**src/design/game_pkg.sv**
```systemverilog
package game_pkg;

    typedef enum logic [1:0] {
        START  = 2'd0,
        PLAY   = 2'd1,
        WINNER = 2'd2,
        LOSER  = 2'd3
    } g_state;

    localparam int SCORE_W  = 3;
    localparam int TEXT_LEN = 7;                  // "P:n E:m"

    typedef logic [6:0] char_code_t;              // 7-bit ascii

    localparam char_code_t CHAR_P     = 7'h50;
    localparam char_code_t CHAR_E     = 7'h45;
    localparam char_code_t CHAR_COLON = 7'h3A;
    localparam char_code_t CHAR_SPACE = 7'h20;
    localparam char_code_t CHAR_ZERO  = 7'h30;    // digits count up from here

    // default score line origin, top right of an 800x600 screen
    localparam int unsigned TEXT_X_DEF = 720;
    localparam int unsigned TEXT_Y_DEF = 20;

endpackage

```
**src/design/vga_pkg.sv**
```systemverilog
package vga_pkg;

    localparam int COUNT_W = 11;                  // hcount / vcount width

    typedef logic [11:0] rgb_t;                   // 4 bits per channel

    localparam int RASTER_W = 2 * COUNT_W + 4 + $bits(rgb_t);  // counters, syncs, blanks, rgb

    localparam rgb_t BG_COLOUR  = 12'h4_6_8;
    localparam rgb_t TXT_COLOUR = 12'hF_0_0;      // red

    // 800x600 raster
    localparam int unsigned H_ACTIVE_DEF     = 800;
    localparam int unsigned H_TOTAL_DEF      = 1056;
    localparam int unsigned H_SYNC_START_DEF = 840;
    localparam int unsigned H_SYNC_LEN_DEF   = 128;
    localparam int unsigned V_ACTIVE_DEF     = 600;
    localparam int unsigned V_TOTAL_DEF      = 628;
    localparam int unsigned V_SYNC_START_DEF = 601;
    localparam int unsigned V_SYNC_LEN_DEF   = 4;

    localparam int GLYPH_W = 8;
    localparam int GLYPH_H = 16;

    // font memory index, built from fields and read as one word
    typedef union packed {
        logic [10:0] index;
        struct packed {
            logic [6:0] char_code;
            logic [3:0] line;                     // glyph row
        } fields;
    } font_addr_u;

endpackage
```
**src/design/game_overlay_top.sv**
```systemverilog
`timescale 1ns/1ps

module game_overlay_top #(
    parameter int unsigned H_ACTIVE     = vga_pkg::H_ACTIVE_DEF,
    parameter int unsigned H_TOTAL      = vga_pkg::H_TOTAL_DEF,
    parameter int unsigned H_SYNC_START = vga_pkg::H_SYNC_START_DEF,
    parameter int unsigned H_SYNC_LEN   = vga_pkg::H_SYNC_LEN_DEF,
    parameter int unsigned V_ACTIVE     = vga_pkg::V_ACTIVE_DEF,
    parameter int unsigned V_TOTAL      = vga_pkg::V_TOTAL_DEF,
    parameter int unsigned V_SYNC_START = vga_pkg::V_SYNC_START_DEF,
    parameter int unsigned V_SYNC_LEN   = vga_pkg::V_SYNC_LEN_DEF,
    parameter int unsigned TEXT_X       = game_pkg::TEXT_X_DEF,
    parameter int unsigned TEXT_Y       = game_pkg::TEXT_Y_DEF
) (
    input  logic                         clk,
    input  logic                         rst,
    input  game_pkg::g_state             game_state,
    input  logic [game_pkg::SCORE_W-1:0] score_player,
    input  logic [game_pkg::SCORE_W-1:0] score_enemy,
    output logic [vga_pkg::COUNT_W-1:0]  hcount,
    output logic [vga_pkg::COUNT_W-1:0]  vcount,
    output logic                         hsync,
    output logic                         vsync,
    output logic                         hblnk,
    output logic                         vblnk,
    output vga_pkg::rgb_t                rgb
);

    import vga_pkg::*;

    // raw raster from the generator
    logic [COUNT_W-1:0] tim_hcount;
    logic [COUNT_W-1:0] tim_vcount;
    logic               tim_hsync;
    logic               tim_vsync;
    logic               tim_hblnk;
    logic               tim_vblnk;
    rgb_t               tim_rgb;

    vga_timing #(
        .H_ACTIVE     (H_ACTIVE),
        .H_TOTAL      (H_TOTAL),
        .H_SYNC_START (H_SYNC_START),
        .H_SYNC_LEN   (H_SYNC_LEN),
        .V_ACTIVE     (V_ACTIVE),
        .V_TOTAL      (V_TOTAL),
        .V_SYNC_START (V_SYNC_START),
        .V_SYNC_LEN   (V_SYNC_LEN)
    ) u_vga_timing (
        .clk,
        .rst,
        .hcount (tim_hcount),
        .vcount (tim_vcount),
        .hsync  (tim_hsync),
        .vsync  (tim_vsync),
        .hblnk  (tim_hblnk),
        .vblnk  (tim_vblnk),
        .rgb    (tim_rgb)
    );

    score_overlay #(
        .TEXT_X (TEXT_X),
        .TEXT_Y (TEXT_Y)
    ) u_score_overlay (
        .clk,
        .rst,
        .game_state,
        .score_player,
        .score_enemy,
        .hcount_in  (tim_hcount),
        .vcount_in  (tim_vcount),
        .hsync_in   (tim_hsync),
        .vsync_in   (tim_vsync),
        .hblnk_in   (tim_hblnk),
        .vblnk_in   (tim_vblnk),
        .rgb_in     (tim_rgb),
        .hcount_out (hcount),
        .vcount_out (vcount),
        .hsync_out  (hsync),
        .vsync_out  (vsync),
        .hblnk_out  (hblnk),
        .vblnk_out  (vblnk),
        .rgb_out    (rgb)
    );

endmodule

```
**src/design/score_overlay.sv**
```systemverilog
`timescale 1ns/1ps

module score_overlay #(
    parameter int unsigned TEXT_X = game_pkg::TEXT_X_DEF,
    parameter int unsigned TEXT_Y = game_pkg::TEXT_Y_DEF
) (
    input  logic                         clk,
    input  logic                         rst,
    input  game_pkg::g_state             game_state,
    input  logic [game_pkg::SCORE_W-1:0] score_player,
    input  logic [game_pkg::SCORE_W-1:0] score_enemy,
    input  logic [vga_pkg::COUNT_W-1:0]  hcount_in,
    input  logic [vga_pkg::COUNT_W-1:0]  vcount_in,
    input  logic                         hsync_in,
    input  logic                         vsync_in,
    input  logic                         hblnk_in,
    input  logic                         vblnk_in,
    input  vga_pkg::rgb_t                rgb_in,
    output logic [vga_pkg::COUNT_W-1:0]  hcount_out,
    output logic [vga_pkg::COUNT_W-1:0]  vcount_out,
    output logic                         hsync_out,
    output logic                         vsync_out,
    output logic                         hblnk_out,
    output logic                         vblnk_out,
    output vga_pkg::rgb_t                rgb_out
);

    import vga_pkg::*;
    import game_pkg::*;

    localparam int          LOOKUP_DELAY = 4;    // index reg, text rom, addr reg, font rom
    localparam int unsigned TEXT_W       = GLYPH_W * TEXT_LEN;

    logic [COUNT_W-1:0]  rel_x;
    logic [COUNT_W-1:0]  rel_y;
    logic                in_window;
    logic [2:0]          char_index_r;
    logic [3:0]          line_r1;
    logic [3:0]          line_r2;
    char_code_t          char_code;
    font_addr_u          font_addr_r;
    logic [7:0]          line_pixels;
    logic [3:0]          side_d;
    logic                win_d;
    logic [2:0]          col_d;
    logic [RASTER_W-1:0] raster_d;
    logic [COUNT_W-1:0]  hcount_d;
    logic [COUNT_W-1:0]  vcount_d;
    logic                hsync_d;
    logic                vsync_d;
    logic                hblnk_d;
    logic                vblnk_d;
    rgb_t                rgb_d;
    rgb_t                rgb_nxt;

    assign rel_x     = COUNT_W'(hcount_in - TEXT_X);
    assign rel_y     = COUNT_W'(vcount_in - TEXT_Y);
    assign in_window = (hcount_in >= TEXT_X) && (rel_x < TEXT_W)
                    && (vcount_in >= TEXT_Y) && (rel_y < GLYPH_H)
                    && !hblnk_in && !vblnk_in;

    always_ff @(posedge clk) begin
        char_index_r <= rel_x[5:3];               // one cell per 8 pixels
        line_r1      <= rel_y[3:0];
        line_r2      <= line_r1;                  // matches text rom latency
        font_addr_r.fields.char_code <= char_code;
        font_addr_r.fields.line      <= line_r2;
    end

    score_text_rom u_score_text_rom (
        .clk,
        .char_index   (char_index_r),
        .score_player,
        .score_enemy,
        .char_code
    );

    font_rom u_font_rom (
        .clk,
        .addr        (font_addr_r),
        .line_pixels
    );

    // window flag and column travel with the lookup
    pixel_delay #(.DELAY(LOOKUP_DELAY), .WIDTH(4)) u_side_delay (
        .clk,
        .rst,
        .din  ({in_window, rel_x[2:0]}),
        .dout (side_d)
    );

    pixel_delay #(.DELAY(LOOKUP_DELAY), .WIDTH(RASTER_W)) u_raster_delay (
        .clk,
        .rst,
        .din  ({hcount_in, vcount_in, hsync_in, vsync_in, hblnk_in, vblnk_in, rgb_in}),
        .dout (raster_d)
    );

    assign {win_d, col_d} = side_d;
    assign {hcount_d, vcount_d, hsync_d, vsync_d, hblnk_d, vblnk_d, rgb_d} = raster_d;

    always_comb begin
        rgb_nxt = rgb_d;                          // bypass in non-play states
        if (game_state == PLAY && win_d && line_pixels[3'd7 - col_d]) begin
            rgb_nxt = TXT_COLOUR;
        end
    end

    always_ff @(posedge clk) begin
        if (rst) begin
            hcount_out <= '0;
            vcount_out <= '0;
            hsync_out  <= 1'b0;
            vsync_out  <= 1'b0;
            hblnk_out  <= 1'b0;
            vblnk_out  <= 1'b0;
            rgb_out    <= '0;
        end else begin
            hcount_out <= hcount_d;
            vcount_out <= vcount_d;
            hsync_out  <= hsync_d;
            vsync_out  <= vsync_d;
            hblnk_out  <= hblnk_d;
            vblnk_out  <= vblnk_d;
            rgb_out    <= rgb_nxt;
        end
    end

endmodule

```
**src/design/font_rom.sv**
```systemverilog
`timescale 1ns/1ps

module font_rom (
    input  logic                clk,
    input  vga_pkg::font_addr_u addr,
    output logic [7:0]          line_pixels
);

    import vga_pkg::*;

    logic [GLYPH_W*GLYPH_H-1:0] glyph;            // row 0 in the top byte
    logic [3:0]                 row;
    logic [GLYPH_W-1:0]         row_pixels;

    // upper 7 bits of the flat index select the glyph
    always_comb begin
        case (addr.index[10:4])
            7'h30:   glyph = 128'h00007CC6C6CEDEF6E6C6C67C00000000;  // 0
            7'h31:   glyph = 128'h0000183878181818181818_7E00000000;  // 1
            7'h32:   glyph = 128'h00007CC6060C183060C0C6FE00000000;  // 2
            7'h33:   glyph = 128'h00007CC606063C060606C67C00000000;  // 3
            7'h34:   glyph = 128'h00000C1C3C6CCCFE0C0C0C1E00000000;  // 4
            7'h35:   glyph = 128'h0000FEC0C0C0FC060606C67C00000000;  // 5
            7'h36:   glyph = 128'h00003860C0C0FCC6C6C6C67C00000000;  // 6
            7'h37:   glyph = 128'h0000FEC606060C183030303000000000;  // 7
            7'h50:   glyph = 128'h0000FC6666667C60606060F000000000;  // P
            7'h45:   glyph = 128'h0000FE66626878686062_66FE00000000;  // E
            7'h3A:   glyph = 128'h00000000181800000018180000000000;  // colon
            default: glyph = '0;                  // space and all unsupported codes
        endcase
    end

    assign row        = addr.index[3:0];
    assign row_pixels = glyph[(GLYPH_H - 1 - int'(row)) * GLYPH_W +: GLYPH_W];

    always_ff @(posedge clk) begin
        line_pixels <= row_pixels;                // msb is the leftmost pixel
    end

endmodule

```
**src/design/score_text_rom.sv**
```systemverilog
`timescale 1ns/1ps

module score_text_rom (
    input  logic                         clk,
    input  logic [2:0]                   char_index,
    input  logic [game_pkg::SCORE_W-1:0] score_player,
    input  logic [game_pkg::SCORE_W-1:0] score_enemy,
    output game_pkg::char_code_t         char_code
);

    import game_pkg::*;

    char_code_t player_digit;
    char_code_t enemy_digit;

    // ascii digit from a 3-bit score
    assign player_digit = CHAR_ZERO + char_code_t'(score_player);
    assign enemy_digit  = CHAR_ZERO + char_code_t'(score_enemy);

    always_ff @(posedge clk) begin
        case (char_index)
            3'd0:    char_code <= CHAR_P;
            3'd1:    char_code <= CHAR_COLON;
            3'd2:    char_code <= player_digit;
            3'd3:    char_code <= CHAR_SPACE;
            3'd4:    char_code <= CHAR_E;
            3'd5:    char_code <= CHAR_COLON;
            3'd6:    char_code <= enemy_digit;
            default: char_code <= CHAR_SPACE;     // index 7 lies past the line
        endcase
    end

endmodule

```
**src/design/pixel_delay.sv**
```systemverilog
`timescale 1ns/1ps

module pixel_delay #(
    parameter int DELAY = 4,                      // number of stages, at least 1
    parameter int WIDTH = 38
) (
    input  logic             clk,
    input  logic             rst,
    input  logic [WIDTH-1:0] din,
    output logic [WIDTH-1:0] dout
);

    logic [WIDTH-1:0] stage [DELAY];

    always_ff @(posedge clk) begin
        if (rst) begin
            for (int i = 0; i < DELAY; i++) begin
                stage[i] <= '0;
            end
        end else begin
            stage[0] <= din;
            for (int i = 1; i < DELAY; i++) begin
                stage[i] <= stage[i-1];           // shift one stage per clock
            end
        end
    end

    assign dout = stage[DELAY-1];

endmodule

```
**src/design/vga_timing.sv**
```systemverilog
`timescale 1ns/1ps

module vga_timing #(
    parameter int unsigned H_ACTIVE     = vga_pkg::H_ACTIVE_DEF,
    parameter int unsigned H_TOTAL      = vga_pkg::H_TOTAL_DEF,
    parameter int unsigned H_SYNC_START = vga_pkg::H_SYNC_START_DEF,
    parameter int unsigned H_SYNC_LEN   = vga_pkg::H_SYNC_LEN_DEF,
    parameter int unsigned V_ACTIVE     = vga_pkg::V_ACTIVE_DEF,
    parameter int unsigned V_TOTAL      = vga_pkg::V_TOTAL_DEF,
    parameter int unsigned V_SYNC_START = vga_pkg::V_SYNC_START_DEF,
    parameter int unsigned V_SYNC_LEN   = vga_pkg::V_SYNC_LEN_DEF
) (
    input  logic                         clk,
    input  logic                         rst,
    output logic [vga_pkg::COUNT_W-1:0]  hcount,
    output logic [vga_pkg::COUNT_W-1:0]  vcount,
    output logic                         hsync,
    output logic                         vsync,
    output logic                         hblnk,
    output logic                         vblnk,
    output vga_pkg::rgb_t                rgb
);

    import vga_pkg::*;

    logic [COUNT_W-1:0] h_cnt;                    // next pixel to emit
    logic [COUNT_W-1:0] v_cnt;
    logic               h_last;
    logic               v_last;
    logic               h_blank;
    logic               v_blank;

    assign h_last  = (h_cnt == H_TOTAL - 1);
    assign v_last  = (v_cnt == V_TOTAL - 1);
    assign h_blank = (h_cnt >= H_ACTIVE);
    assign v_blank = (v_cnt >= V_ACTIVE);

    always_ff @(posedge clk) begin
        if (rst) begin
            h_cnt <= '0;
            v_cnt <= '0;
        end else if (h_last) begin
            h_cnt <= '0;
            v_cnt <= v_last ? '0 : v_cnt + 1'b1;  // new line, maybe new frame
        end else begin
            h_cnt <= h_cnt + 1'b1;
        end
    end

    always_ff @(posedge clk) begin
        if (rst) begin
            hcount <= '0;
            vcount <= '0;
            hsync  <= 1'b0;
            vsync  <= 1'b0;
            hblnk  <= 1'b0;
            vblnk  <= 1'b0;
            rgb    <= '0;
        end else begin
            hcount <= h_cnt;
            vcount <= v_cnt;
            hsync  <= (h_cnt >= H_SYNC_START) && (h_cnt < H_SYNC_START + H_SYNC_LEN);
            vsync  <= (v_cnt >= V_SYNC_START) && (v_cnt < V_SYNC_START + V_SYNC_LEN);
            hblnk  <= h_blank;
            vblnk  <= v_blank;
            rgb    <= (h_blank || v_blank) ? rgb_t'(0) : BG_COLOUR;  // black in blanking
        end
    end

endmodule

```
**config.mk**
```make
export PLATFORM = sky130hd
export DESIGN_NAME = game_overlay_top
export DESIGN_NICKNAME = d
export VERILOG_FILES = /design/src/design/game_pkg.sv /design/src/design/vga_pkg.sv /design/src/design/game_overlay_top.sv /design/src/design/score_overlay.sv /design/src/design/font_rom.sv /design/src/design/score_text_rom.sv /design/src/design/pixel_delay.sv /design/src/design/vga_timing.sv
export SDC_FILE = /design/constraint.sdc
export NUM_CORES = 1
export LEC_CHECK = 0
export BUFFER_PORTS_ARGS = -buffer_cell sky130_fd_sc_hd__buf_4
export CELL_PAD_IN_SITES_DETAIL_PLACEMENT = 2
export CELL_PAD_IN_SITES_GLOBAL_PLACEMENT = 2
export CORE_MARGIN = 2
export CORE_UTILIZATION = 30
export CTS_CLUSTER_SIZE = 16
export DETAILED_ROUTE_END_ITERATION = 6
export GPL_TIMING_DRIVEN = 1
export HOLD_SLACK_MARGIN = 0.12
export PLACE_DENSITY = 0.65
export SKIP_LAST_GASP = 1
export SLEW_MARGIN = 30
export SYNTH_ARGS = -nofsm -noshare
export SYNTH_HDL_FRONTEND = slang
export SYNTH_SLANG_ARGS = --single-unit
export TNS_END_PERCENT = 1
```
**constraint.sdc**
```tcl
create_clock -name clk -period 2.97 [get_ports clk]
set_clock_uncertainty 0.1 [all_clocks]
set_input_delay 0.1485 -clock clk [delete_from_list [all_inputs] [get_ports clk]]
set_output_delay 0.1485 -clock clk [all_outputs]
set_load 0.02 [all_outputs]
```
* After elaboration in Yosys (flattened, before gate mapping)
Memories as Yosys holds them, arrays and structs flattened. Index checks and enable logic that the tools add are counted.
Word-level totals: flip-flop bits (word level) 135, memory bits (writable) 168, bits of input ports 10, output and inout bits 38, logic and storage cells 106, memories kept 2
Operators by class: add/sub/neg operators 8, magnitude comparators 11, equality and inequality tests 19, shifts and indexed selects 1, mux-type cells 18, bitwise gates (word level) 8, reduce and logical (&&, ||, !) cells 16
Memories:
- u_score_overlay.u_raster_delay.stage | words 4, bits a word 38, read ports 4, clocked after Yosys merged registers in 0, wr ports 4, line pixel_delay.sv:13 | logic [WIDTH-1:0] stage [DELAY];
- u_score_overlay.u_side_delay.stage | words 4, bits a word 4, read ports 4, clocked after Yosys merged registers in 0, wr ports 4, line pixel_delay.sv:13
Operators by type and width (number):
- $pmux 112 s11 | 1
- $mux 38 | 4
- $shiftx 128x32->8 | 1
- $eq 7x6->1 const B | 9
- $ge 11x10->1 const B | 5
- $pmux 7 s5 | 1
- $add 11x1->11 const B | 2
- $lt 11x10->1 const B | 2
- $mux 11 | 2
- $mux 4 | 4
- $add 6x3->7 const A | 2
- $eq 7x7->1 const B | 2
- $mux 12 | 1
- $eq 11x10->1 const B | 1
- $eq 11x11->1 const B | 1
- $ge 11x5->1 const B | 1
- $lt 11x5->1 const B | 1
- $lt 11x6->1 const B | 1
- $sub 11x10->11 const B | 1
- $sub 11x5->11 const B | 1
- $eq 3x3->1 const B | 3
- $logic_and 1x1->1 | 9
- $or 1x1->1 | 8
- $reduce_or 2->1 | 3
- 11 further kinds | 15

* Depth between registers and ports, before layout
depth in word-level cells 8, gate-level depth with buffers 9, mapped depth without buffers 7

* Cells and area by module
A second synthesis with hierarchy kept.
Unflattened totals: cell total of the unflattened synthesis 944, area, all modules 9964.6 µm²
By module, submodules not included:
- pixel_delay at u_score_overlay.u_raster_delay | times used 1, cells each 320, area each 4093.9 µm², seq. area each 3042.9 µm²
- vga_timing | times used 1, cells each 201, area each 1941.9 µm², seq. area each 980.9 µm²
- score_overlay | times used 1, cells each 151, area each 1803.0 µm², seq. area each 1201.2 µm²
- font_rom | times used 1, cells each 218, area each 1433.9 µm², seq. area each 140.1 µm²
- pixel_delay at u_score_overlay.u_side_delay | times used 1, cells each 33, area each 464.2 µm², seq. area each 320.3 µm²
- score_text_rom | times used 1, cells each 21, area each 227.7 µm², seq. area each 140.1 µm²

* Worst setup path after synthesis
Ideal clock, no wire load.
path kind register to register, start reg u_score_overlay.font_addr_r[4] (netlist bit), end reg u_score_overlay.u_font_rom.line_pixels[6], setup time 0.132 ns, arrival time 1.703 ns, data required time 2.738 ns, setup slack 1.035 ns, stages on the path, launching flop included 8, buffers on the path 1, period minus slack after synthesis 1.935 ns, path through dfxtp_1 buf_4 and3b_4 o21a_1 or3_4 a2111oi_4 a41o_2 o41ai_2
On the way: longest elaborated chain between the ends 3, elaborated cells on any way between the ends 13, those cells by class eq/ne: 11; shift: 1; mux: 1
Ends and longest elaborated chain:
- from (decl) | line score_overlay.sv:41 | font_addr_u font_addr_r;
- $eq 7x6->1 or $eq 7x7->1 (tied branches) | line font_rom.sv:17 | case (addr.index[10:4])
- $pmux 112 s11 (*) | line font_rom.sv:17
- $shiftx 128x32->8 (*) | line font_rom.sv:34 | assign row_pixels = glyph[(GLYPH_H - 1 - int'(row)) * GLYPH_W +: GLYPH_W];
- net u_score_overlay.u_font_rom.row_pixels[6] | line font_rom.sv:13 | logic [GLYPH_W-1:0] row_pixels;
- to (signal assigned) | line font_rom.sv:37 | line_pixels <= row_pixels;
- to (decl) | line font_rom.sv:6 | output logic [7:0] line_pixels
The timed path passes the listed nets; every way through them passes the cells marked *. A chain may end at the register's enable or synchronous reset.

* Worst setup path in the final report
Same ends and word-level chain as after synthesis.

==> flow_results.xml <==
<?xml version="1.0" encoding="UTF-8"?>
<metrics>
  <group name="run_status">
    <metric name="outcome" unit="">finished, violations left</metric>
    <metric name="violations_in_the_final_reports" unit="">DRC</metric>
  </group>
  <group name="yosys">
    <metric name="yosysSeqAreaShare" unit="%">56.4</metric>
    <metric name="mappedNetlistArea" unit="um^2">8020</metric>
    <metric name="synth-edff-count" unit="">0</metric>
    <metric name="synthTopCellsByArea" unit="">sky130_fd_sc_hd__dfxtp_1 56%, sky130_fd_sc_hd__nor2b_1 12%, sky130_fd_sc_hd__nor2_1 2.8%, sky130_fd_sc_hd__nand2_1 1.8%, sky130_fd_sc_hd__a21oi_1 1.4%</metric>
    <metric name="ys_types" unit="">83</metric>
    <metric name="synthesis.area_per_instance" unit="um^2">10.2</metric>
    <metric name="yosys_reg_bits" unit="">226</metric>
    <metric name="synthesis.instances" unit="">790</metric>
    <metric name="synth_largest_type_area_fraction" unit="%">56.4</metric>
    <metric name="synth_top_area_cell" unit="">sky130_fd_sc_hd__dfxtp_1</metric>
    <metric name="ys.flop_type" unit="">sky130_fd_sc_hd__dfxtp_1</metric>
    <metric name="synth-warning-count" unit="">0</metric>
    <metric name="async_reset_ff_share" unit="%">0</metric>
  </group>
  <group name="grt">
    <metric name="grt_pass1_vias" unit="">5834</metric>
    <metric name="global_route_wire_length_before_repair" unit="um">32300</metric>
    <metric name="antenna_found_initial" unit="">0</metric>
    <metric name="grt.overflow.total" unit="">0</metric>
    <metric name="grt_use_total" unit="%">14.2</metric>
    <metric name="grt_max_degree" unit="">102</metric>
  </group>
  <group name="setup_path">
    <metric name="arrival" unit="ns">2.90</metric>
    <metric name="kind_of_end_point_of_the_critical_path" unit="">register</metric>
    <metric name="ff2ff_setup_slack" unit="ns">0.38</metric>
    <metric name="worstReg2RegStart" unit="">u_score_overlay.font_addr_r[4]</metric>
    <metric name="worstRegToRegCells" unit="">6</metric>
    <metric name="cp-startpoint" unit="">u_score_overlay.font_addr_r[4]</metric>
    <metric name="crit_path_top_delay_cell" unit="">sky130_fd_sc_hd__dfxtp_1</metric>
    <metric name="critPathKind" unit="">reg2reg</metric>
    <metric name="number_of_buffers_and_inverters_on_the_critical_path" unit="">0</metric>
    <metric name="r2r-end" unit="">u_score_overlay.u_font_rom.line_pixels[6]</metric>
    <metric name="path_cells" unit="">nor2b_1 -&gt; a31oi_1 -&gt; a221o_1 -&gt; o21ai_0 -&gt; a22oi_1 -&gt; o41ai_2</metric>
    <metric name="cp_data_required_time" unit="ns">3.28</metric>
    <metric name="max_stage_delay" unit="ns">0.89</metric>
    <metric name="startpoint_type" unit="">register</metric>
    <metric name="critPathMaxFanout" unit="">21</metric>
    <metric name="critPathTopFamily" unit="">compound AO/OA/AOI/OAI gates</metric>
  </group>
  <group name="drt">
    <metric name="routed_vias" unit="">5481</metric>
    <metric name="post_drt_wl_per_cell" unit="um">16.7</metric>
    <metric name="drc" unit="">6</metric>
    <metric name="first_iter_violations" unit="">311</metric>
    <metric name="final_antenna_net_count" unit="">0</metric>
    <metric name="drt_pass1_iterations" unit="">6</metric>
    <metric name="wirelength" unit="um">19900</metric>
    <metric name="avgViaCountPerCell" unit="">4.62</metric>
  </group>
  <group name="cells_and_area">
    <metric name="multi_input_comb_area" unit="um^2">3160</metric>
    <metric name="drive_above_1_share" unit="%">13.6</metric>
    <metric name="antenna_cells" unit="">0</metric>
    <metric name="syn2layout_area_growth" unit="%">18.2</metric>
    <metric name="stdcell_count" unit="">1186</metric>
    <metric name="design.final.nets" unit="">850</metric>
    <metric name="nFillCells" unit="">2839</metric>
    <metric name="sequential_cell_area" unit="um^2">4520</metric>
  </group>
  <group name="sta">
    <metric name="achievable-frequency" unit="MHz">386</metric>
    <metric name="tmin_final" unit="ns">2.59</metric>
    <metric name="fin_tns_setup" unit="ns">0</metric>
    <metric name="slew-limit-headroom" unit="%">41.1</metric>
    <metric name="hold_viol_final" unit="">0</metric>
    <metric name="count_of_final_max_slew_check_failures" unit="">0</metric>
    <metric name="setup_viol_count_final" unit="">0</metric>
    <metric name="final.period_utilization" unit="%">87.2</metric>
    <metric name="tightest_slew" unit="ns">0.882</metric>
    <metric name="rsz0062_at_grt" unit="">false</metric>
  </group>
  <group name="die">
    <metric name="die_outline_width" unit="um">168</metric>
    <metric name="placementRows" unit="">59</metric>
    <metric name="die_h" unit="um">168</metric>
    <metric name="core_area" unit="um^2">26100</metric>
    <metric name="io_pins" unit="">48</metric>
    <metric name="start_util" unit="%">30.7</metric>
    <metric name="floorplan.die_area" unit="um^2">28100</metric>
  </group>
  <group name="power_and_ir_drop">
    <metric name="pwr_density_cell" unit="nW/um^2">646</metric>
    <metric name="total_leakage_power" unit="uW">0.00367</metric>
    <metric name="maximum_resistive_drop_on_vdd" unit="mV">0.408</metric>
  </group>
  <group name="placed_design">
    <metric name="gpl.final_weighted_congestion" unit="">0.854</metric>
    <metric name="port-buffer-count" unit="">42</metric>
    <metric name="dp_hpwl" unit="um">13700</metric>
    <metric name="placed_cells_incl_taps" unit="">1131</metric>
  </group>
  <group name="clock_network">
    <metric name="path_clk_slew" unit="ns">0.06</metric>
    <metric name="tritoncts.num_buffers" unit="">25</metric>
    <metric name="clock-sinks" unit="">226</metric>
    <metric name="cts_resized" unit="">0</metric>
    <metric name="ctsRootBufferMaster" unit="">sky130_fd_sc_hd__clkbuf_16</metric>
    <metric name="clock_tree.htree_level_count" unit="">1</metric>
    <metric name="clock_latency" unit="ns">0.51</metric>
    <metric name="clock_tree_from_tritoncts" unit="">done</metric>
    <metric name="cts_setup_buffers" unit="">0</metric>
    <metric name="buffer_levels_on_the_longest_clock_path" unit="">3</metric>
  </group>
  <group name="hold_path">
    <metric name="holdPathEnd" unit="">u_score_overlay.font_addr_r[5]</metric>
    <metric name="worstHoldStart" unit="">u_score_overlay.u_score_text_rom.char_code[1]</metric>
    <metric name="whs_path_depth" unit="">0</metric>
    <metric name="hold_class" unit="">reg2reg</metric>
  </group>
  <group name="run">
    <metric name="max_cap_violations" unit="">0</metric>
  </group>
</metrics>
-- where the power goes --
part	internal (uW)	switching (uW)
clock network	1660	1200
logic	68.7	134
registers	3050	15.5
total	4780	1350
-- cells by family (layout without fill, tap and decap cells) --
family / count (synthesis) / in the layout / share of synthesized area [%]
AND/OR/NAND/NOR: 350 / 350 / 25.3
flip-flops: 226 / 226 / 56.4
AO/OA/AOI/OAI: 102 / 102 / 9.03
buffers and inverters: 73 / 130 / 4.37
XOR/XNOR: 26 / 26 / 2.93
adder cells (fa/ha/maj): 8 / 8 / 1.22
multiplexers: 4 / 4 / 0.655
other: 1 / 5 / 0.0467
-- worst max path at each step --
stage,endpoint,slack (ns),cells after the start
4_1_cts,u_score_overlay.u_font_rom.line_pixels[7],0.38,6
6_report,u_score_overlay.u_font_rom.line_pixels[6],0.38,6
5_1_grt,u_score_overlay.u_font_rom.line_pixels[1],0.10,6
2_1_floorplan,u_score_overlay.u_font_rom.line_pixels[6],1.03,7
3_5_place_dp,u_score_overlay.u_font_rom.line_pixels[7],0.38,6
3_3_place_gp,u_score_overlay.u_font_rom.line_pixels[5],0.44,6
-- cell usage in the layout, fill, tap and decap left out, types with 4 or more instances in the layout --
master | Yosys | routed
sky130_fd_sc_hd__a21oi_1 | 23 | 23
sky130_fd_sc_hd__a22oi_1 | 4 | 4
sky130_fd_sc_hd__a31oi_1 | 10 | 10
sky130_fd_sc_hd__and3_1 | 8 | 8
sky130_fd_sc_hd__buf_4 | 15 | 54
sky130_fd_sc_hd__clkbuf_1 | 28 | 7
sky130_fd_sc_hd__clkbuf_16 | 0 | 25
sky130_fd_sc_hd__clkbuf_8 | 0 | 4
sky130_fd_sc_hd__conb_1 | 1 | 5
sky130_fd_sc_hd__dfxtp_1 | 226 | 226
sky130_fd_sc_hd__dlygate4sd3_1 | 0 | 10
sky130_fd_sc_hd__ha_1 | 7 | 7
sky130_fd_sc_hd__inv_1 | 18 | 18
sky130_fd_sc_hd__nand2_1 | 38 | 38
sky130_fd_sc_hd__nand2b_1 | 8 | 8
sky130_fd_sc_hd__nand3_1 | 11 | 11
sky130_fd_sc_hd__nand4_1 | 8 | 8
sky130_fd_sc_hd__nor2_1 | 60 | 60
sky130_fd_sc_hd__nor2b_1 | 156 | 156
sky130_fd_sc_hd__nor3_1 | 14 | 14
sky130_fd_sc_hd__nor4_1 | 7 | 7
sky130_fd_sc_hd__o21ai_0 | 17 | 17
sky130_fd_sc_hd__o221ai_1 | 4 | 4
sky130_fd_sc_hd__o31ai_1 | 5 | 5
sky130_fd_sc_hd__or3_1 | 6 | 6
sky130_fd_sc_hd__or4_1 | 4 | 4
sky130_fd_sc_hd__xnor2_1 | 12 | 12
sky130_fd_sc_hd__xor2_1 | 13 | 13
-- flip-flops by register name (all words and copies together), names as in the netlist, 4 cells and up --
register,count
u_score_overlay.u_raster_delay.stage,96
u_vga_timing.vcount,11
u_vga_timing.v_cnt,11
u_score_overlay.font_addr_r,11
u_score_overlay.u_side_delay.stage,16
u_score_overlay.u_font_rom.line_pixels,7
u_score_overlay.vcount_out,11
u_vga_timing.hcount,11
u_score_overlay.line_r2,4
u_vga_timing.h_cnt,11
u_score_overlay.hcount_out,11
u_score_overlay.u_score_text_rom.char_code,7
u_score_overlay.line_r1,4
-- what timing repair did --
action / CTS / global route
hold buffers: 9 / 1
hold endpoints to repair: 6 / 15
setup endpoints to repair: 0 / 0
-- layer usage --
| metal | global-route usage, % | vias to the layer above | part of all wire [%] |
|---|---|---|---|
| met5 | 0 | - | 0 |
| met4 | 3.71 | 0 | 1.9 |
| met3 | 2.46 | 28 | 4.9 |
| met2 | 23.5 | 101 | 46 |
| met1 | 19.3 | 2641 | 47 |
| li1 | - | 2711 | - |
-- stage by stage --
step / total power, uW / setup WS, ns / hold WS [ns] / utilization [%] / instance area (um^2)
after floorplan: 3270 / 1.03 / 0.126 / - / 8040
after global placement: 3320 / 0.442 / 0.212 / 32.9 / 8610
after detailed placement: 3320 / 0.385 / 0.214 / 32.9 / 8610
after CTS: 6220 / 0.377 / 0.192 / 36.2 / 9470
after global routing: 6400 / 0.102 / 0.233 / 36.3 / 9480
final: 6130 / 0.380 / 0.227 / 36.3 / 9480
-- area by class of cell --
cell class / instances / area share [%]
flip-flops and latches: 226 / 47.7
clock inverters: 9 / 0.673
repair buffers: 66 / 5.66
well taps: 335 / 4.42
inverters: 19 / 0.752
clock buffers: 36 / 7.45
multi-input cells: 495 / 33.3
-- synth_stat cells (all sizes together), types with 4 or more instances --
| library cell | number |
|---|---|
| xnor2 | 12 |
| a21oi | 23 |
| a31oi | 10 |
| buf | 25 |
| inv | 18 |
| nor3 | 17 |
| and2 | 4 |
| nor4 | 8 |
| nor2 | 61 |
| o31ai | 5 |
| o221ai | 4 |
| nand2b | 8 |
| nand2 | 38 |
| dfxtp | 226 |
| nor2b | 156 |
| or3 | 8 |
| and3 | 8 |
| or4 | 4 |
| and3b | 4 |
| ha | 7 |
| clkbuf | 29 |
| o21ai | 19 |
| nand4 | 8 |
| nand3 | 11 |
| xor2 | 14 |
| a22oi | 4 |
Note: power is estimated with default switching activity, not from simulation.
